File: config.mk
export PLATFORM = sky130hd
export DESIGN_NAME = simd_alu_top
export DESIGN_NICKNAME = d
export VERILOG_FILES = /design/src/source/simd_op_pkg.sv /design/src/source/simd_lane_pkg.sv /design/src/source/simd_op_decoder.sv /design/src/source/simd_lane_adder.sv /design/src/source/simd_sat_round.sv /design/src/source/simd_compare.sv /design/src/source/simd_result_reg.sv /design/src/source/simd_alu_top.sv
export VERILOG_INCLUDE_DIRS = /design/src /design/src/source
export SDC_FILE = /design/constraint.sdc
export NUM_CORES = 1
export LEC_CHECK = 0
export BUFFER_PORTS_ARGS = -buffer_cell sky130_fd_sc_hd__buf_2
export CORE_ASPECT_RATIO = 0.9
export CORE_MARGIN = 1
export CORE_UTILIZATION = 35
export CTS_CLUSTER_SIZE = 24
export DETAILED_ROUTE_END_ITERATION = 6
export HOLD_SLACK_MARGIN = 0.15
export PLACE_DENSITY_LB_ADDON = 0.15
export SYNTH_ARGS = -nofsm -noshare
export SYNTH_HDL_FRONTEND = slang
export SYNTH_HIERARCHICAL = 1
export SYNTH_SLANG_ARGS = --single-unit
File: constraint.sdc
create_clock -name clk_i -period 2 [get_ports clk_i]
set_input_delay 0.4 -clock clk_i [delete_from_list [all_inputs] [get_ports clk_i]]
set_output_delay 0.4 -clock clk_i [all_outputs]
set_load 0.03 [all_outputs]
File: src/source/simd_params.svh
////////////////////////////////////////////////////////////////////////////
// Word and lane geometry plus the saturation clamp values
// Lane geometry is fixed at four byte slices; the clamps assume XLEN = 32
////////////////////////////////////////////////////////////////////////////
`ifndef SIMD_PARAMS_SVH
`define SIMD_PARAMS_SVH

// Data word and byte slice count
`define SIMD_XLEN  32
`define SIMD_LANES 4

// Unsigned clamp, replicated per byte for wider lanes
`define SIMD_SAT_U8_MAX  8'hFF

// Signed clamps per lane width
`define SIMD_SAT_S8_MIN  8'h80
`define SIMD_SAT_S8_MAX  8'h7F
`define SIMD_SAT_S16_MIN 16'h8000
`define SIMD_SAT_S16_MAX 16'h7FFF
`define SIMD_SAT_S32_MIN 32'h8000_0000
`define SIMD_SAT_S32_MAX 32'h7FFF_FFFF

`endif

File: src/source/simd_op_pkg.sv
////////////////////////////////////////////////////////////////////////////
// Operation, lane width and result source encodings
// Encodings are internal to the unit and not tied to the ISA opcode map
////////////////////////////////////////////////////////////////////////////
package simd_op_pkg;

  // Kept packed-SIMD operations
  typedef enum logic [4:0] {
    ADD,
    SUB,
    KADD,
    KSUB,
    UKADD,
    UKSUB,
    RADD,
    RSUB,
    URADD,
    URSUB,
    CMPEQ,
    SCMPLT,
    SCMPLE,
    UCMPLT,
    UCMPLE,
    SMIN,
    SMAX,
    UMIN,
    UMAX
  } simd_op_e;

  // Lane split of the data word
  typedef enum logic [1:0] {
    W8,
    W16,
    W32
  } simd_width_e;

  // Candidate picked by the output stage
  typedef enum logic [2:0] {
    RES_SUM,
    RES_SAT,
    RES_HALF,
    RES_CMP,
    RES_MINMAX
  } simd_res_sel_e;

endpackage

File: src/source/simd_lane_pkg.sv
////////////////////////////////////////////////////////////////////////////
// Per byte slice data types shared by the datapath stages
// Byte sums carry one extension bit (sign or carry) above each byte
////////////////////////////////////////////////////////////////////////////
`include "simd_params.svh"

package simd_lane_pkg;

  // One flag per byte slice, replicated across a lane
  typedef logic [`SIMD_LANES-1:0] simd_lane_flags_t;

  // Bit 8 of each entry is the extension bit
  typedef logic [`SIMD_LANES-1:0][8:0] simd_byte_sums_t;

endpackage

File: src/source/simd_op_decoder.sv
////////////////////////////////////////////////////////////////////////////
// Operation classifier for the packed-SIMD unit
// Purely combinational; compares and min/max all run as subtraction
////////////////////////////////////////////////////////////////////////////
`timescale 1ns/1ns

module simd_op_decoder
  import simd_op_pkg::*;
(
  input  simd_op_e      op_i,
  output logic          sub_o,
  output logic          signed_ops_o,
  output simd_res_sel_e res_sel_o,
  output logic          cmp_or_eq_o,
  output logic          cmp_invert_o
);

  // Compare controls: 00 less, 01 not less, 10 less or equal, 11 equal
  always_comb begin
    sub_o        = 1'b0;
    signed_ops_o = 1'b0;
    res_sel_o    = RES_SUM;
    cmp_or_eq_o  = 1'b0;
    cmp_invert_o = 1'b0;

    unique case (op_i)
      ADD:    ;
      SUB:    sub_o = 1'b1;

      KADD,   UKADD: res_sel_o = RES_SAT;
      KSUB,   UKSUB: begin
        sub_o     = 1'b1;
        res_sel_o = RES_SAT;
      end

      RADD,   URADD: res_sel_o = RES_HALF;
      RSUB,   URSUB: begin
        sub_o     = 1'b1;
        res_sel_o = RES_HALF;
      end

      CMPEQ: begin
        sub_o        = 1'b1;
        res_sel_o    = RES_CMP;
        cmp_or_eq_o  = 1'b1;
        cmp_invert_o = 1'b1;
      end
      SCMPLT, UCMPLT: begin
        sub_o     = 1'b1;
        res_sel_o = RES_CMP;
      end
      SCMPLE, UCMPLE: begin
        sub_o       = 1'b1;
        res_sel_o   = RES_CMP;
        cmp_or_eq_o = 1'b1;
      end

      SMIN,   UMIN: begin
        sub_o     = 1'b1;
        res_sel_o = RES_MINMAX;
      end
      SMAX,   UMAX: begin
        sub_o        = 1'b1;
        res_sel_o    = RES_MINMAX;
        cmp_invert_o = 1'b1;
      end

      default: ;
    endcase

    // Signedness only matters for the extension bits
    unique case (op_i)
      KADD, KSUB, RADD, RSUB, SCMPLT, SCMPLE, SMIN, SMAX: signed_ops_o = 1'b1;
      default: ;
    endcase
  end

endmodule

File: src/source/simd_lane_adder.sv
////////////////////////////////////////////////////////////////////////////
// Splittable adder built from four 9-bit byte adders
// Carry crosses a byte boundary only inside a lane; no averaging carry-in
////////////////////////////////////////////////////////////////////////////
`timescale 1ns/1ns

`include "simd_params.svh"

module simd_lane_adder
  import simd_op_pkg::*;
  import simd_lane_pkg::*;
(
  input  logic [`SIMD_XLEN-1:0] operand_a_i,
  input  logic [`SIMD_XLEN-1:0] operand_b_i,
  input  simd_width_e           width_i,
  input  logic                  sub_i,
  input  logic                  signed_ops_i,
  output simd_byte_sums_t       byte_sums_o,
  output logic [`SIMD_XLEN-1:0] sum_o
);

  logic                   width8;
  logic                   width32;
  logic [`SIMD_LANES-1:0] lane_start;
  logic [`SIMD_LANES-1:0] lane_top;

  assign width8  = (width_i == W8);
  assign width32 = (width_i == W32);

  // Byte 0 always opens a lane, byte 3 always closes one
  assign lane_start = {width8, ~width32, width8, 1'b1};
  assign lane_top   = {1'b1, width8, ~width32, width8};

  ////////////////////////////////////////////////////////////////////////////
  // Byte adder chain
  ////////////////////////////////////////////////////////////////////////////
  always_comb begin
    logic       carry;
    logic       cin;
    logic       ext_a;
    logic       ext_b;
    logic [7:0] b_byte;
    logic [8:0] sum9;

    carry = 1'b0;
    for (int b = 0; b < `SIMD_LANES; b++) begin
      // Subtraction is A + ~B + 1, the one injected at each lane start
      b_byte = operand_b_i[8*b +: 8] ^ {8{sub_i}};
      cin    = lane_start[b] ? sub_i : carry;

      // Sign extension only on the top byte of a signed lane
      ext_a = operand_a_i[8*b+7] & lane_top[b] & signed_ops_i;
      ext_b = b_byte[7] & lane_top[b] & signed_ops_i;

      sum9           = {ext_a, operand_a_i[8*b +: 8]} + {ext_b, b_byte} + {8'h00, cin};
      byte_sums_o[b] = sum9;

      // Bit 8 of an inner byte is a plain carry
      carry = sum9[8];
    end
  end

  // Wrapping lane result
  always_comb begin
    for (int b = 0; b < `SIMD_LANES; b++) begin
      sum_o[8*b +: 8] = byte_sums_o[b][7:0];
    end
  end

endmodule

File: src/source/simd_sat_round.sv
////////////////////////////////////////////////////////////////////////////
// Saturating and halving results derived from the extended byte sums
// Flags are replicated across every byte slice of a clamped lane
////////////////////////////////////////////////////////////////////////////
`timescale 1ns/1ns

`include "simd_params.svh"

module simd_sat_round
  import simd_op_pkg::*;
  import simd_lane_pkg::*;
(
  input  simd_byte_sums_t       byte_sums_i,
  input  simd_width_e           width_i,
  input  logic                  sub_i,
  input  logic                  signed_ops_i,
  output logic [`SIMD_XLEN-1:0] sat_result_o,
  output logic [`SIMD_XLEN-1:0] half_result_o,
  output simd_lane_flags_t      lane_sat_o
);

  logic                   width8;
  logic                   width32;
  logic [`SIMD_LANES-1:0] lane_top;
  logic [`SIMD_XLEN-1:0]  clamp_min;
  logic [`SIMD_XLEN-1:0]  clamp_max;
  logic [`SIMD_XLEN-1:0]  clamp_uns;
  logic [`SIMD_LANES-1:0] next_lsb;
  logic                   half_flip;

  assign width8   = (width_i == W8);
  assign width32  = (width_i == W32);
  assign lane_top = {1'b1, width8, ~width32, width8};

  ////////////////////////////////////////////////////////////////////////////
  // Saturation
  ////////////////////////////////////////////////////////////////////////////
  always_comb begin
    unique case (width_i)
      W8: begin
        clamp_min = {4{`SIMD_SAT_S8_MIN}};
        clamp_max = {4{`SIMD_SAT_S8_MAX}};
      end
      W16: begin
        clamp_min = {2{`SIMD_SAT_S16_MIN}};
        clamp_max = {2{`SIMD_SAT_S16_MAX}};
      end
      default: begin
        clamp_min = `SIMD_SAT_S32_MIN;
        clamp_max = `SIMD_SAT_S32_MAX;
      end
    endcase
  end

  // Unsigned: borrow clamps to zero, carry clamps to all ones
  assign clamp_uns = sub_i ? '0 : {4{`SIMD_SAT_U8_MAX}};

  always_comb begin
    int         top;
    logic [1:0] hi;
    logic [7:0] clamp_byte;

    for (int b = 0; b < `SIMD_LANES; b++) begin
      // Byte slice holding this lane's extension bit
      top = width32 ? 3 : (width8 ? b : (b | 1));
      hi  = byte_sums_i[top][8:7];

      // Signed overflow when the two top bits differ
      lane_sat_o[b] = signed_ops_i ? (hi[1] ^ hi[0]) : (hi[1] ^ sub_i);

      if (signed_ops_i) begin
        clamp_byte = hi[1] ? clamp_min[8*b +: 8] : clamp_max[8*b +: 8];
      end else begin
        clamp_byte = clamp_uns[8*b +: 8];
      end
      sat_result_o[8*b +: 8] = lane_sat_o[b] ? clamp_byte : byte_sums_i[b][7:0];
    end
  end

  ////////////////////////////////////////////////////////////////////////////
  // Halving
  ////////////////////////////////////////////////////////////////////////////
  // Unsigned difference keeps a not-borrow in bit 8, so flip it
  assign half_flip = ~signed_ops_i & sub_i;
  assign next_lsb  = {1'b0, byte_sums_i[3][0], byte_sums_i[2][0], byte_sums_i[1][0]};

  always_comb begin
    for (int b = 0; b < `SIMD_LANES; b++) begin
      half_result_o[8*b+7]   = lane_top[b] ? (byte_sums_i[b][8] ^ half_flip) : next_lsb[b];
      half_result_o[8*b +: 7] = byte_sums_i[b][7:1];
    end
  end

endmodule

File: src/source/simd_compare.sv
////////////////////////////////////////////////////////////////////////////
// Lane compare masks and min/max select, working from A minus B
// Expects the adder to run a subtraction for every compare operation
////////////////////////////////////////////////////////////////////////////
`timescale 1ns/1ns

`include "simd_params.svh"

module simd_compare
  import simd_op_pkg::*;
  import simd_lane_pkg::*;
(
  input  logic [`SIMD_XLEN-1:0] operand_a_i,
  input  logic [`SIMD_XLEN-1:0] operand_b_i,
  input  simd_byte_sums_t       byte_sums_i,
  input  simd_width_e           width_i,
  input  logic                  signed_ops_i,
  input  logic                  cmp_or_eq_i,
  input  logic                  cmp_invert_i,
  output logic [`SIMD_XLEN-1:0] cmp_result_o,
  output logic [`SIMD_XLEN-1:0] minmax_result_o
);

  simd_lane_flags_t byte_eq;
  simd_lane_flags_t byte_less;
  simd_lane_flags_t is_eq;
  simd_lane_flags_t is_less;
  simd_lane_flags_t flag;

  ////////////////////////////////////////////////////////////////////////////
  // Per byte flags
  ////////////////////////////////////////////////////////////////////////////
  always_comb begin
    logic sign_a;
    logic sign_b;

    for (int b = 0; b < `SIMD_LANES; b++) begin
      sign_a     = operand_a_i[8*b+7];
      sign_b     = operand_b_i[8*b+7];
      byte_eq[b] = (byte_sums_i[b][7:0] == 8'h00);

      // Differing signs: the difference may have wrapped
      if (sign_a ^ sign_b) begin
        byte_less[b] = ~(sign_a ^ signed_ops_i);
      end else begin
        byte_less[b] = byte_sums_i[b][7];
      end
    end
  end

  // Spread over the lane, less from its top byte
  always_comb begin
    unique case (width_i)
      W8: begin
        is_eq   = byte_eq;
        is_less = byte_less;
      end
      W16: begin
        is_eq   = {{2{&byte_eq[3:2]}}, {2{&byte_eq[1:0]}}};
        is_less = {{2{byte_less[3]}}, {2{byte_less[1]}}};
      end
      default: begin
        is_eq   = {4{&byte_eq}};
        is_less = {4{byte_less[3]}};
      end
    endcase
  end

  always_comb begin
    unique case ({cmp_or_eq_i, cmp_invert_i})
      2'b00:   flag = is_less;
      2'b01:   flag = ~is_less;
      2'b10:   flag = is_less | is_eq;
      default: flag = is_eq;
    endcase
  end

  ////////////////////////////////////////////////////////////////////////////
  // Masks and selection
  ////////////////////////////////////////////////////////////////////////////
  always_comb begin
    for (int b = 0; b < `SIMD_LANES; b++) begin
      cmp_result_o[8*b +: 8]    = {8{flag[b]}};
      minmax_result_o[8*b +: 8] = flag[b] ? operand_a_i[8*b +: 8] : operand_b_i[8*b +: 8];
    end
  end

endmodule

File: src/source/simd_result_reg.sv
////////////////////////////////////////////////////////////////////////////
// Result select and output register stage, one cycle of latency
// No back-pressure; the result holds until the next valid operation
////////////////////////////////////////////////////////////////////////////
`timescale 1ns/1ns

`include "simd_params.svh"

module simd_result_reg
  import simd_op_pkg::*;
  import simd_lane_pkg::*;
(
  input  logic                  clk_i,
  input  logic                  rst_n_i,
  input  logic                  valid_i,
  input  simd_res_sel_e         res_sel_i,
  input  logic [`SIMD_XLEN-1:0] sum_i,
  input  logic [`SIMD_XLEN-1:0] sat_i,
  input  logic [`SIMD_XLEN-1:0] half_i,
  input  logic [`SIMD_XLEN-1:0] cmp_i,
  input  logic [`SIMD_XLEN-1:0] minmax_i,
  input  simd_lane_flags_t      lane_sat_i,
  output logic                  valid_o,
  output logic [`SIMD_XLEN-1:0] result_o,
  output logic                  set_ov_o
);

  logic [`SIMD_XLEN-1:0] result_d;
  logic                  set_ov_d;

  always_comb begin
    unique case (res_sel_i)
      RES_SAT:    result_d = sat_i;
      RES_HALF:   result_d = half_i;
      RES_CMP:    result_d = cmp_i;
      RES_MINMAX: result_d = minmax_i;
      default:    result_d = sum_i;
    endcase
  end

  // Overflow only counts for saturating ops
  assign set_ov_d = (res_sel_i == RES_SAT) & (|lane_sat_i);

  ////////////////////////////////////////////////////////////////////////////
  // Output stage
  ////////////////////////////////////////////////////////////////////////////
  always_ff @(posedge clk_i or negedge rst_n_i) begin
    if (!rst_n_i) begin
      valid_o  <= 1'b0;
      set_ov_o <= 1'b0;
      result_o <= '0;
    end else begin
      valid_o  <= valid_i;
      // Flag drops with valid so it never outlives its result
      set_ov_o <= valid_i & set_ov_d;
      if (valid_i) begin
        result_o <= result_d;
      end
    end
  end

endmodule

File: src/source/simd_alu_top.sv
////////////////////////////////////////////////////////////////////////////
// Packed-SIMD add/sub/compare unit with one output register stage
// One operation per cycle, result one cycle later; no handshake
////////////////////////////////////////////////////////////////////////////
`timescale 1ns/1ns

`include "simd_params.svh"

module simd_alu_top
  import simd_op_pkg::*;
  import simd_lane_pkg::*;
(
  input  logic                  clk_i,
  input  logic                  rst_n_i,
  input  logic                  valid_i,
  input  simd_op_e              op_i,
  input  simd_width_e           width_i,
  input  logic [`SIMD_XLEN-1:0] operand_a_i,
  input  logic [`SIMD_XLEN-1:0] operand_b_i,
  output logic                  valid_o,
  output logic [`SIMD_XLEN-1:0] result_o,
  output logic                  set_ov_o
);

  logic                  sub;
  logic                  signed_ops;
  simd_res_sel_e         res_sel;
  logic                  cmp_or_eq;
  logic                  cmp_invert;
  simd_byte_sums_t       byte_sums;
  logic [`SIMD_XLEN-1:0] sum;
  logic [`SIMD_XLEN-1:0] sat_result;
  logic [`SIMD_XLEN-1:0] half_result;
  logic [`SIMD_XLEN-1:0] cmp_result;
  logic [`SIMD_XLEN-1:0] minmax_result;
  simd_lane_flags_t      lane_sat;

  simd_op_decoder u_decoder (
    .op_i         (op_i),
    .sub_o        (sub),
    .signed_ops_o (signed_ops),
    .res_sel_o    (res_sel),
    .cmp_or_eq_o  (cmp_or_eq),
    .cmp_invert_o (cmp_invert)
  );

  simd_lane_adder u_adder (
    .operand_a_i  (operand_a_i),
    .operand_b_i  (operand_b_i),
    .width_i      (width_i),
    .sub_i        (sub),
    .signed_ops_i (signed_ops),
    .byte_sums_o  (byte_sums),
    .sum_o        (sum)
  );

  simd_sat_round u_sat_round (
    .byte_sums_i   (byte_sums),
    .width_i       (width_i),
    .sub_i         (sub),
    .signed_ops_i  (signed_ops),
    .sat_result_o  (sat_result),
    .half_result_o (half_result),
    .lane_sat_o    (lane_sat)
  );

  simd_compare u_compare (
    .operand_a_i     (operand_a_i),
    .operand_b_i     (operand_b_i),
    .byte_sums_i     (byte_sums),
    .width_i         (width_i),
    .signed_ops_i    (signed_ops),
    .cmp_or_eq_i     (cmp_or_eq),
    .cmp_invert_i    (cmp_invert),
    .cmp_result_o    (cmp_result),
    .minmax_result_o (minmax_result)
  );

  simd_result_reg u_result_reg (
    .clk_i      (clk_i),
    .rst_n_i    (rst_n_i),
    .valid_i    (valid_i),
    .res_sel_i  (res_sel),
    .sum_i      (sum),
    .sat_i      (sat_result),
    .half_i     (half_result),
    .cmp_i      (cmp_result),
    .minmax_i   (minmax_result),
    .lane_sat_i (lane_sat),
    .valid_o    (valid_o),
    .result_o   (result_o),
    .set_ov_o   (set_ov_o)
  );

endmodule

==> metrics.txt, run 1 <==
Initial Utilization=0.362; worst slew pin tran=531 ps; clock period minus worst slack=8170 ps; proportion of register bits with asynchronous set or reset after synthesis=1.00; quantity of I/O buffers inserted on ports=107; required time at the endpoint of the critical path=roughly 2200 ps; mean post-synth cell area=8.81 um2; sort of element at the end of the critical path=register; number of enable flip-flop cells after synthesis=0; setup repair after global routing missed its margin=true; GR Overflow Total=0; crit path buf inv count=5; pin count of the biggest net entering global routing=between 60 and 70; final weighted congestion in routability-driven placement=0.823; post-synth design cell area=7640 um2; overall die area=22400 um2; final number of max-transition violations=0; HPWL after DPL=17600 um; number of library cell types mapped by synthesis=between 70 and 80; clock tree skew after final layout=0 ps; most frequent cells in the layout=259 x buf_4, 105 x buf_2, 50 x a21oi_1, 40 x xor2_1; Routed Antenna Nets=0; via count of the first global-routing pass=7363; first-pass GRT wire length=39600 um; WP data arrival=roughly 8400 ps; Boundary Pins=108; highest clock rate=~120 MHz; most prevalent standard cell on the critical path=fa_2; portion of the post-synthesis area used by sequential elements=0.111; VDD IR-drop max=~0.38 mV; Synth Net Count=976; Num CTS Buffers=5; Finished Core Util=0.499; number of warning messages in the yosys log=6; final cell count without fillers=between 1000 and 1500; Critical Path Source Type=input pin; worst stage delay on the critical path=440 ps; most common library cell in the layout ignoring fill and taps=buf_4; area growth from synthesis to layout=37.6%; period utilization=4.09; TritonRoute pass-1 iters=5; family with the most delay on the worst path=compound AO/OA/AOI/OAI gates; combined flip-flop and latch cell area=851 um2; cell leakage power=approximately 4.5 nW; tightest hold margin=287 ps; fraction of layout cells with a size suffix above 1=0.564; Place WS=-6650 ps; category of the most critical setup path=input pin to register; Max Cap Violations=0; power density over cell area=about 820 nW/um2; worst path setup slack after routing=-6170 ps; Hold Vio Cnt, Final=0; Die X=around 160 um; number of DRC violations after detailed routing=0; Clock Sink Count=34; die height=between 100 and 150 um; cell at the slowest stage of the critical path=or4_4; mean routed wirelength per cell=17.5 um; run status=finished with violations; Row Count=50; clock-pin transition on the worst setup and hold timing paths=60 ps; floorplan core area=21100 um2; clk buf depth=2; number of nets in the final layout=1232; initial antenna violation count=0; TritonCTS clock tree=yes; number of vias after detailed routing=7238; placed insts=approximately 1300; CTS Root Buffer Type=clkbuf_16; Worst slew margin=0.645; internal reg-to-reg setup slack=approximately 1200 ps; Gate Count Post-Synth=approximately 870; flop and latch count out of synthesis=34; area of combinational cells with multiple inputs=6110 um2; Final setup viols=33; combined global-route utilization of all metal layers=0.226; worst min-delay path class=input pin to register; maximum fanout along the worst path=7; failing checks=negative setup slack; detailed-route vias per instance=5.13; initial drt markers=377; clock insertion delay at the later pin of the skew report=290 ps; Antenna Cells=0; final wirelength=24700 um; level count of the clock H-tree=2; leading register cell type out of synthesis=dfrtp_1; FILL cells=slightly above 2000
-- routing by layer --
| metal | part of all wire | wire [um] | track usage |
|---|---|---|---|
| met1 | 0.50 | 12400 | 0.316 |
| met2 | 0.46 | 11300 | 0.371 |
| met3 | 0.029 | 712 | 0.0207 |
| met4 | 0.013 | 319 | 0.0496 |
| met5 | 0 | 0 | 0 |
-- per-stage QoR --
step / total power [mW] / cell area, um2 / setup TNS [ps]
CTS: 8.44 / 10300 / -199090
global placement: 6.93 / 9470 / -214500
global route: 9.23 / 10500 / -214470
detailed placement: 6.95 / 9470 / -217940
floorplan: 5.62 / 7800 / -207750
finish: 8.59 / 10500 / -201020
-- final cells by class --
cell class / instances / share of cell area
inverters: 40 / 0.0143
well taps: 286 / 0.0340
flip-flops and latches: 34 / 0.0809
repair buffers: 389 / 0.275
multi-input cells: 653 / 0.581
clock buffers: 7 / 0.0136
clock inverters: 1 / 0.000476
-- path summary, 6_finish.rpt --
path                                           startpoint                         to  depth (start not counted)
worst min-delay path                              valid_i       u_result_reg/valid_o                          1
worst max register to register   u_result_reg/result_o[7]   u_result_reg/result_o[7]                          1
worst min register to register  u_result_reg/result_o[20]  u_result_reg/result_o[20]                          1
max in group asynchronous                         rst_n_i   u_result_reg/result_o[5]                          3
worst max-delay path                              op_i[2]  u_result_reg/result_o[15]                         42
min in group asynchronous                         rst_n_i       u_result_reg/valid_o                          2
-- logic make-up (layout without fill, tap and decap cells) --
group                      count (synthesis)  count (layout)  share of synthesized area
AOI/OAI and AO/OA                        260             260                      0.275
buffers and inverters                    183             437                      0.154
adders and majority gates                 48              48                     0.0813
and+or+nand+nor                          182             184                      0.163
xor gates and xnor gates                  75              75                     0.0870
DFF                                       34              34                      0.111
muxes                                     85              86                      0.129
-- timing repair --
item                                    4_1_cts  5_1_grt
gates cloned                                  4        1
endpoints found under the hold margin        15        0
endpoints found under the setup margin       33       33
setup buffers                                46       16
resized for setup                            55       16
hold buffers                                  1        0
pin swaps                                    57       21
-- state kept, by name (all words and copies together) (netlist names) --
| register | flops |
|---|---|
| u_result_reg/result_o | 32 |
| u_result_reg/set_ov_o | 1 |
| u_result_reg/valid_o | 1 |
-- cells in the mapped netlist, drive strengths merged (16+ instances only) --
| master | number | area share |
|---|---|---|
| a211oi | 16 | 0.017 |
| nand2 | 21 | 0.014 |
| inv | 40 | 0.020 |
| mux2 | 45 | 0.076 |
| nand2b | 39 | 0.032 |
| clkbuf | 18 | 0.0093 |
| buf | 125 | 0.12 |
| a21oi | 69 | 0.046 |
| o221a | 32 | 0.047 |
| xnor2 | 32 | 0.038 |
| o21ai | 50 | 0.033 |
| nor2 | 59 | 0.059 |
| ha | 28 | 0.046 |
| o221ai | 34 | 0.064 |
| dfrtp | 34 | 0.11 |
| mux2i | 40 | 0.053 |
| xor2 | 43 | 0.049 |
-- report_power, final --
| part | total, mW | switching, mW | internal (mW) |
|---|---|---|---|
| clock | 0.845 | 0.349 | 0.496 |
| combinational | 6.71 | 3.34 | 3.37 |
| sequential | 1.03 | 0.140 | 0.889 |
| total | 8.59 | 3.83 | 4.76 |
Power figures use the tool's default switching activity.
==> inputs of run 2 (changes only) <==
Clock period 2 ns to 8.7 ns, I/O delays scaled along.
==> run 2 against run 1 <==
Net effect: the flow still finishes with violations (negative setup slack); sequential power down 77%; combinational power fell by 79%; register-to-register slack better by 6700 ps; cell count shrank 9.4%; die area stayed put; count of clock-buffer cells in the layout unchanged; routed wire length fell by 7.0%; sequential share of layout area grew 1.0 points; design area down 11%; via count down 5.4%; critical path depth up 1; global-route usage down 1.8 points; critical path type unchanged; critical endpoint is now u_result_reg/result_o[23].
==> metrics.txt, run 2 (synthesis results as in run 1) <==
VDD IR-drop max=0.0788 mV (-79%); period utilization=1.10; required time at the endpoint of the critical path=8880 ps (+6700 ps); quantity of I/O buffers inserted on ports=107 (unchanged); internal reg-to-reg setup slack=7890 ps (+6700 ps); CTS Root Buffer Type=clkbuf_16; floorplan core area=21100 um2 (unchanged); most flop-heavy register=u_result_reg/result_o; Max Cap Violations=0 (unchanged); Row Count=50 (unchanged); Antenna Cells=0 (unchanged); placed insts=1228 (-8.1%); worst path setup slack after routing=-840 ps (+5330 ps); worst slew pin tran=992 ps (+461 ps); startpoint of the lowest-slack register-to-register path=u_result_reg/result_o[6]; Place WS=-1390 ps (+5260 ps); TritonCTS clock tree=yes; most prevalent standard cell on the critical path=fa_2; clock-pin transition on the worst setup and hold timing paths=70 ps (about the same); clock tree skew after final layout=0 ps (unchanged); area growth from synthesis to layout=22.2%; number of DRC violations after detailed routing=0 (unchanged); final-layout setup total negative slack=-25880 ps (+175130 ps); number of flip-flops under the largest register name=32 (unchanged); Boundary Pins=108 (unchanged); Clock Sink Count=34 (unchanged); setup repair after global routing missed its margin=true; Worst Reg-to-Reg Cells=1 (unchanged); clk buf depth=2 (unchanged); clock insertion delay at the later pin of the skew report=290 ps (about the same); overall die area=22400 um2 (unchanged); capture point of the worst path=u_result_reg/result_o[23]; die height=142 um (unchanged); final cell count without fillers=1278 (-9.4%); number of vias after detailed routing=6846 (-5.4%); most frequent cells in the layout=135 x buf_4, 105 x buf_2, 47 x a21oi_1, 41 x xor2_1, 37 x mux2i_1; GR Overflow Total=0 (unchanged); Hold-fix buffers, CTS=0 (-1); worst min-delay path class=register to register; power density over cell area=196 nW/um2 (-76%); final standard cell area without fillers=9330 um2 (-11%); first-pass GRT wire length=36300 um (-8.3%); placed cell areas=8510 um2 (-10%); Initial Utilization=0.362 (unchanged); combined global-route utilization of all metal layers=0.207 (-0.0181); fraction of layout cells with a size suffix above 1=0.498 (-0.0661); Routed Antenna Nets=0 (unchanged); HPWL after DPL=15400 um (-13%); worst stage delay on the critical path=430 ps (about the same); highest clock rate=around 100 MHz; final wirelength=23000 um (-7.0%); mean routed wirelength per cell=18.0 um (+2.6%); Worst slew margin=0.339 (-0.306); pin count of the biggest net entering global routing=68 (+3.0%); Die X=158 um (unchanged); most common library cell in the layout ignoring fill and taps=buf_4; Num CTS Buffers=5 (unchanged); Final setup viols=33 (unchanged); final weighted congestion in routability-driven placement=0.834 (+1.4%); cell leakage power=3.81 nW (-16%); level count of the clock H-tree=2 (unchanged); initial drt markers=321 (-15%); Total Power Consumption=1.83 mW (-79%); run status=finished with violations; Critical R2R Capture=u_result_reg/result_o[6]; WP data arrival=9720 ps (+1360 ps); final number of max-transition violations=0 (unchanged); cell at the slowest stage of the critical path=or4_4; Hold Vio Cnt, Final=0 (unchanged); via count of the first global-routing pass=6628 (-10%); sort of element at the end of the critical path=register; launch point of the worst path=op_i[2]; Critical Path Source Type=input pin; clock period minus worst slack=9540 ps; initial antenna violation count=0 (unchanged); TritonRoute pass-1 iters=4 (-1); failing checks=negative setup slack; category of the most critical setup path=input pin to register; largest registers=u_result_reg/result_o (32), u_result_reg/set_ov_o (1), u_result_reg/valid_o (1); detailed-route vias per instance=5.36 (+4.4%); maximum fanout along the worst path=14 (+7); number of nets in the final layout=1100 (-11%)
## run 2: how the worst min path moves through the flow
stage,startpoint,end,slack (ps),depth (start not counted)
after floorplan,u_result_reg/result_o[16],u_result_reg/result_o[16],750,1
after global placement,u_result_reg/result_o[20],u_result_reg/result_o[20],540,1
after detailed placement,u_result_reg/result_o[1],u_result_reg/result_o[1],540,1
after CTS,u_result_reg/result_o[25],u_result_reg/result_o[25],550,1
after global routing,u_result_reg/result_o[29],u_result_reg/result_o[29],560,1
final,u_result_reg/result_o[26],u_result_reg/result_o[26],550,1
## run 2: worst max-delay path, delay by kind of cell
family                   cells  cell delay (ps)
AO/OA/AOI/OAI               17             2720
adder cells (fa/ha/maj)      7             1950
AND/OR/NAND/NOR              9             1770
buffers and inverters        6              700
multiplexers                 2              500
XOR/XNOR                     2              300
## run 2: per-stage QoR
step,hold WS [ps],utilization
6_report,553,0.443
5_1_grt,563,0.443
4_1_cts,555,0.433
3_5_place_dp,539,0.404
3_3_place_gp,538,0.404
2_1_floorplan,747,-
## run 2: area by class of cell
cell class | count | area, um2
clock buffer | 7 | 133
inverter | 40 | 154
fill | 2153 | 11800
timing repair buffer | 257 | 1780
multi-input combinational | 652 | 6020
tap | 286 | 358
timing repair inverter | 1 | 7.51
clock inverter | 1 | 30.0
sequential | 34 | 851
## run 2: what timing repair did
action,CTS,global route
gates cloned,4,0
pin swaps,33,35
hold endpoints to repair,0,0
resized for setup,37,29
endpoints found under the setup margin,33,33
buffers inserted,30,10
## run 2: power breakdown
group / switching (mW) / internal [mW]
logic: 0.728 / 0.647
clock network: 0.0826 / 0.136
registers: 0.0303 / 0.204
## run 2: per-layer routing
| metal | up-vias | wire, um | track usage |
|---|---|---|---|
| met1 | 3339 | 11600 | 0.301 |
| met4 | 0 | 138 | 0.0322 |
| met3 | 12 | 928 | 0.0241 |
| met5 | - | 0 | 0 |
| met2 | 147 | 10400 | 0.332 |
| li1 | 3348 | - | - |
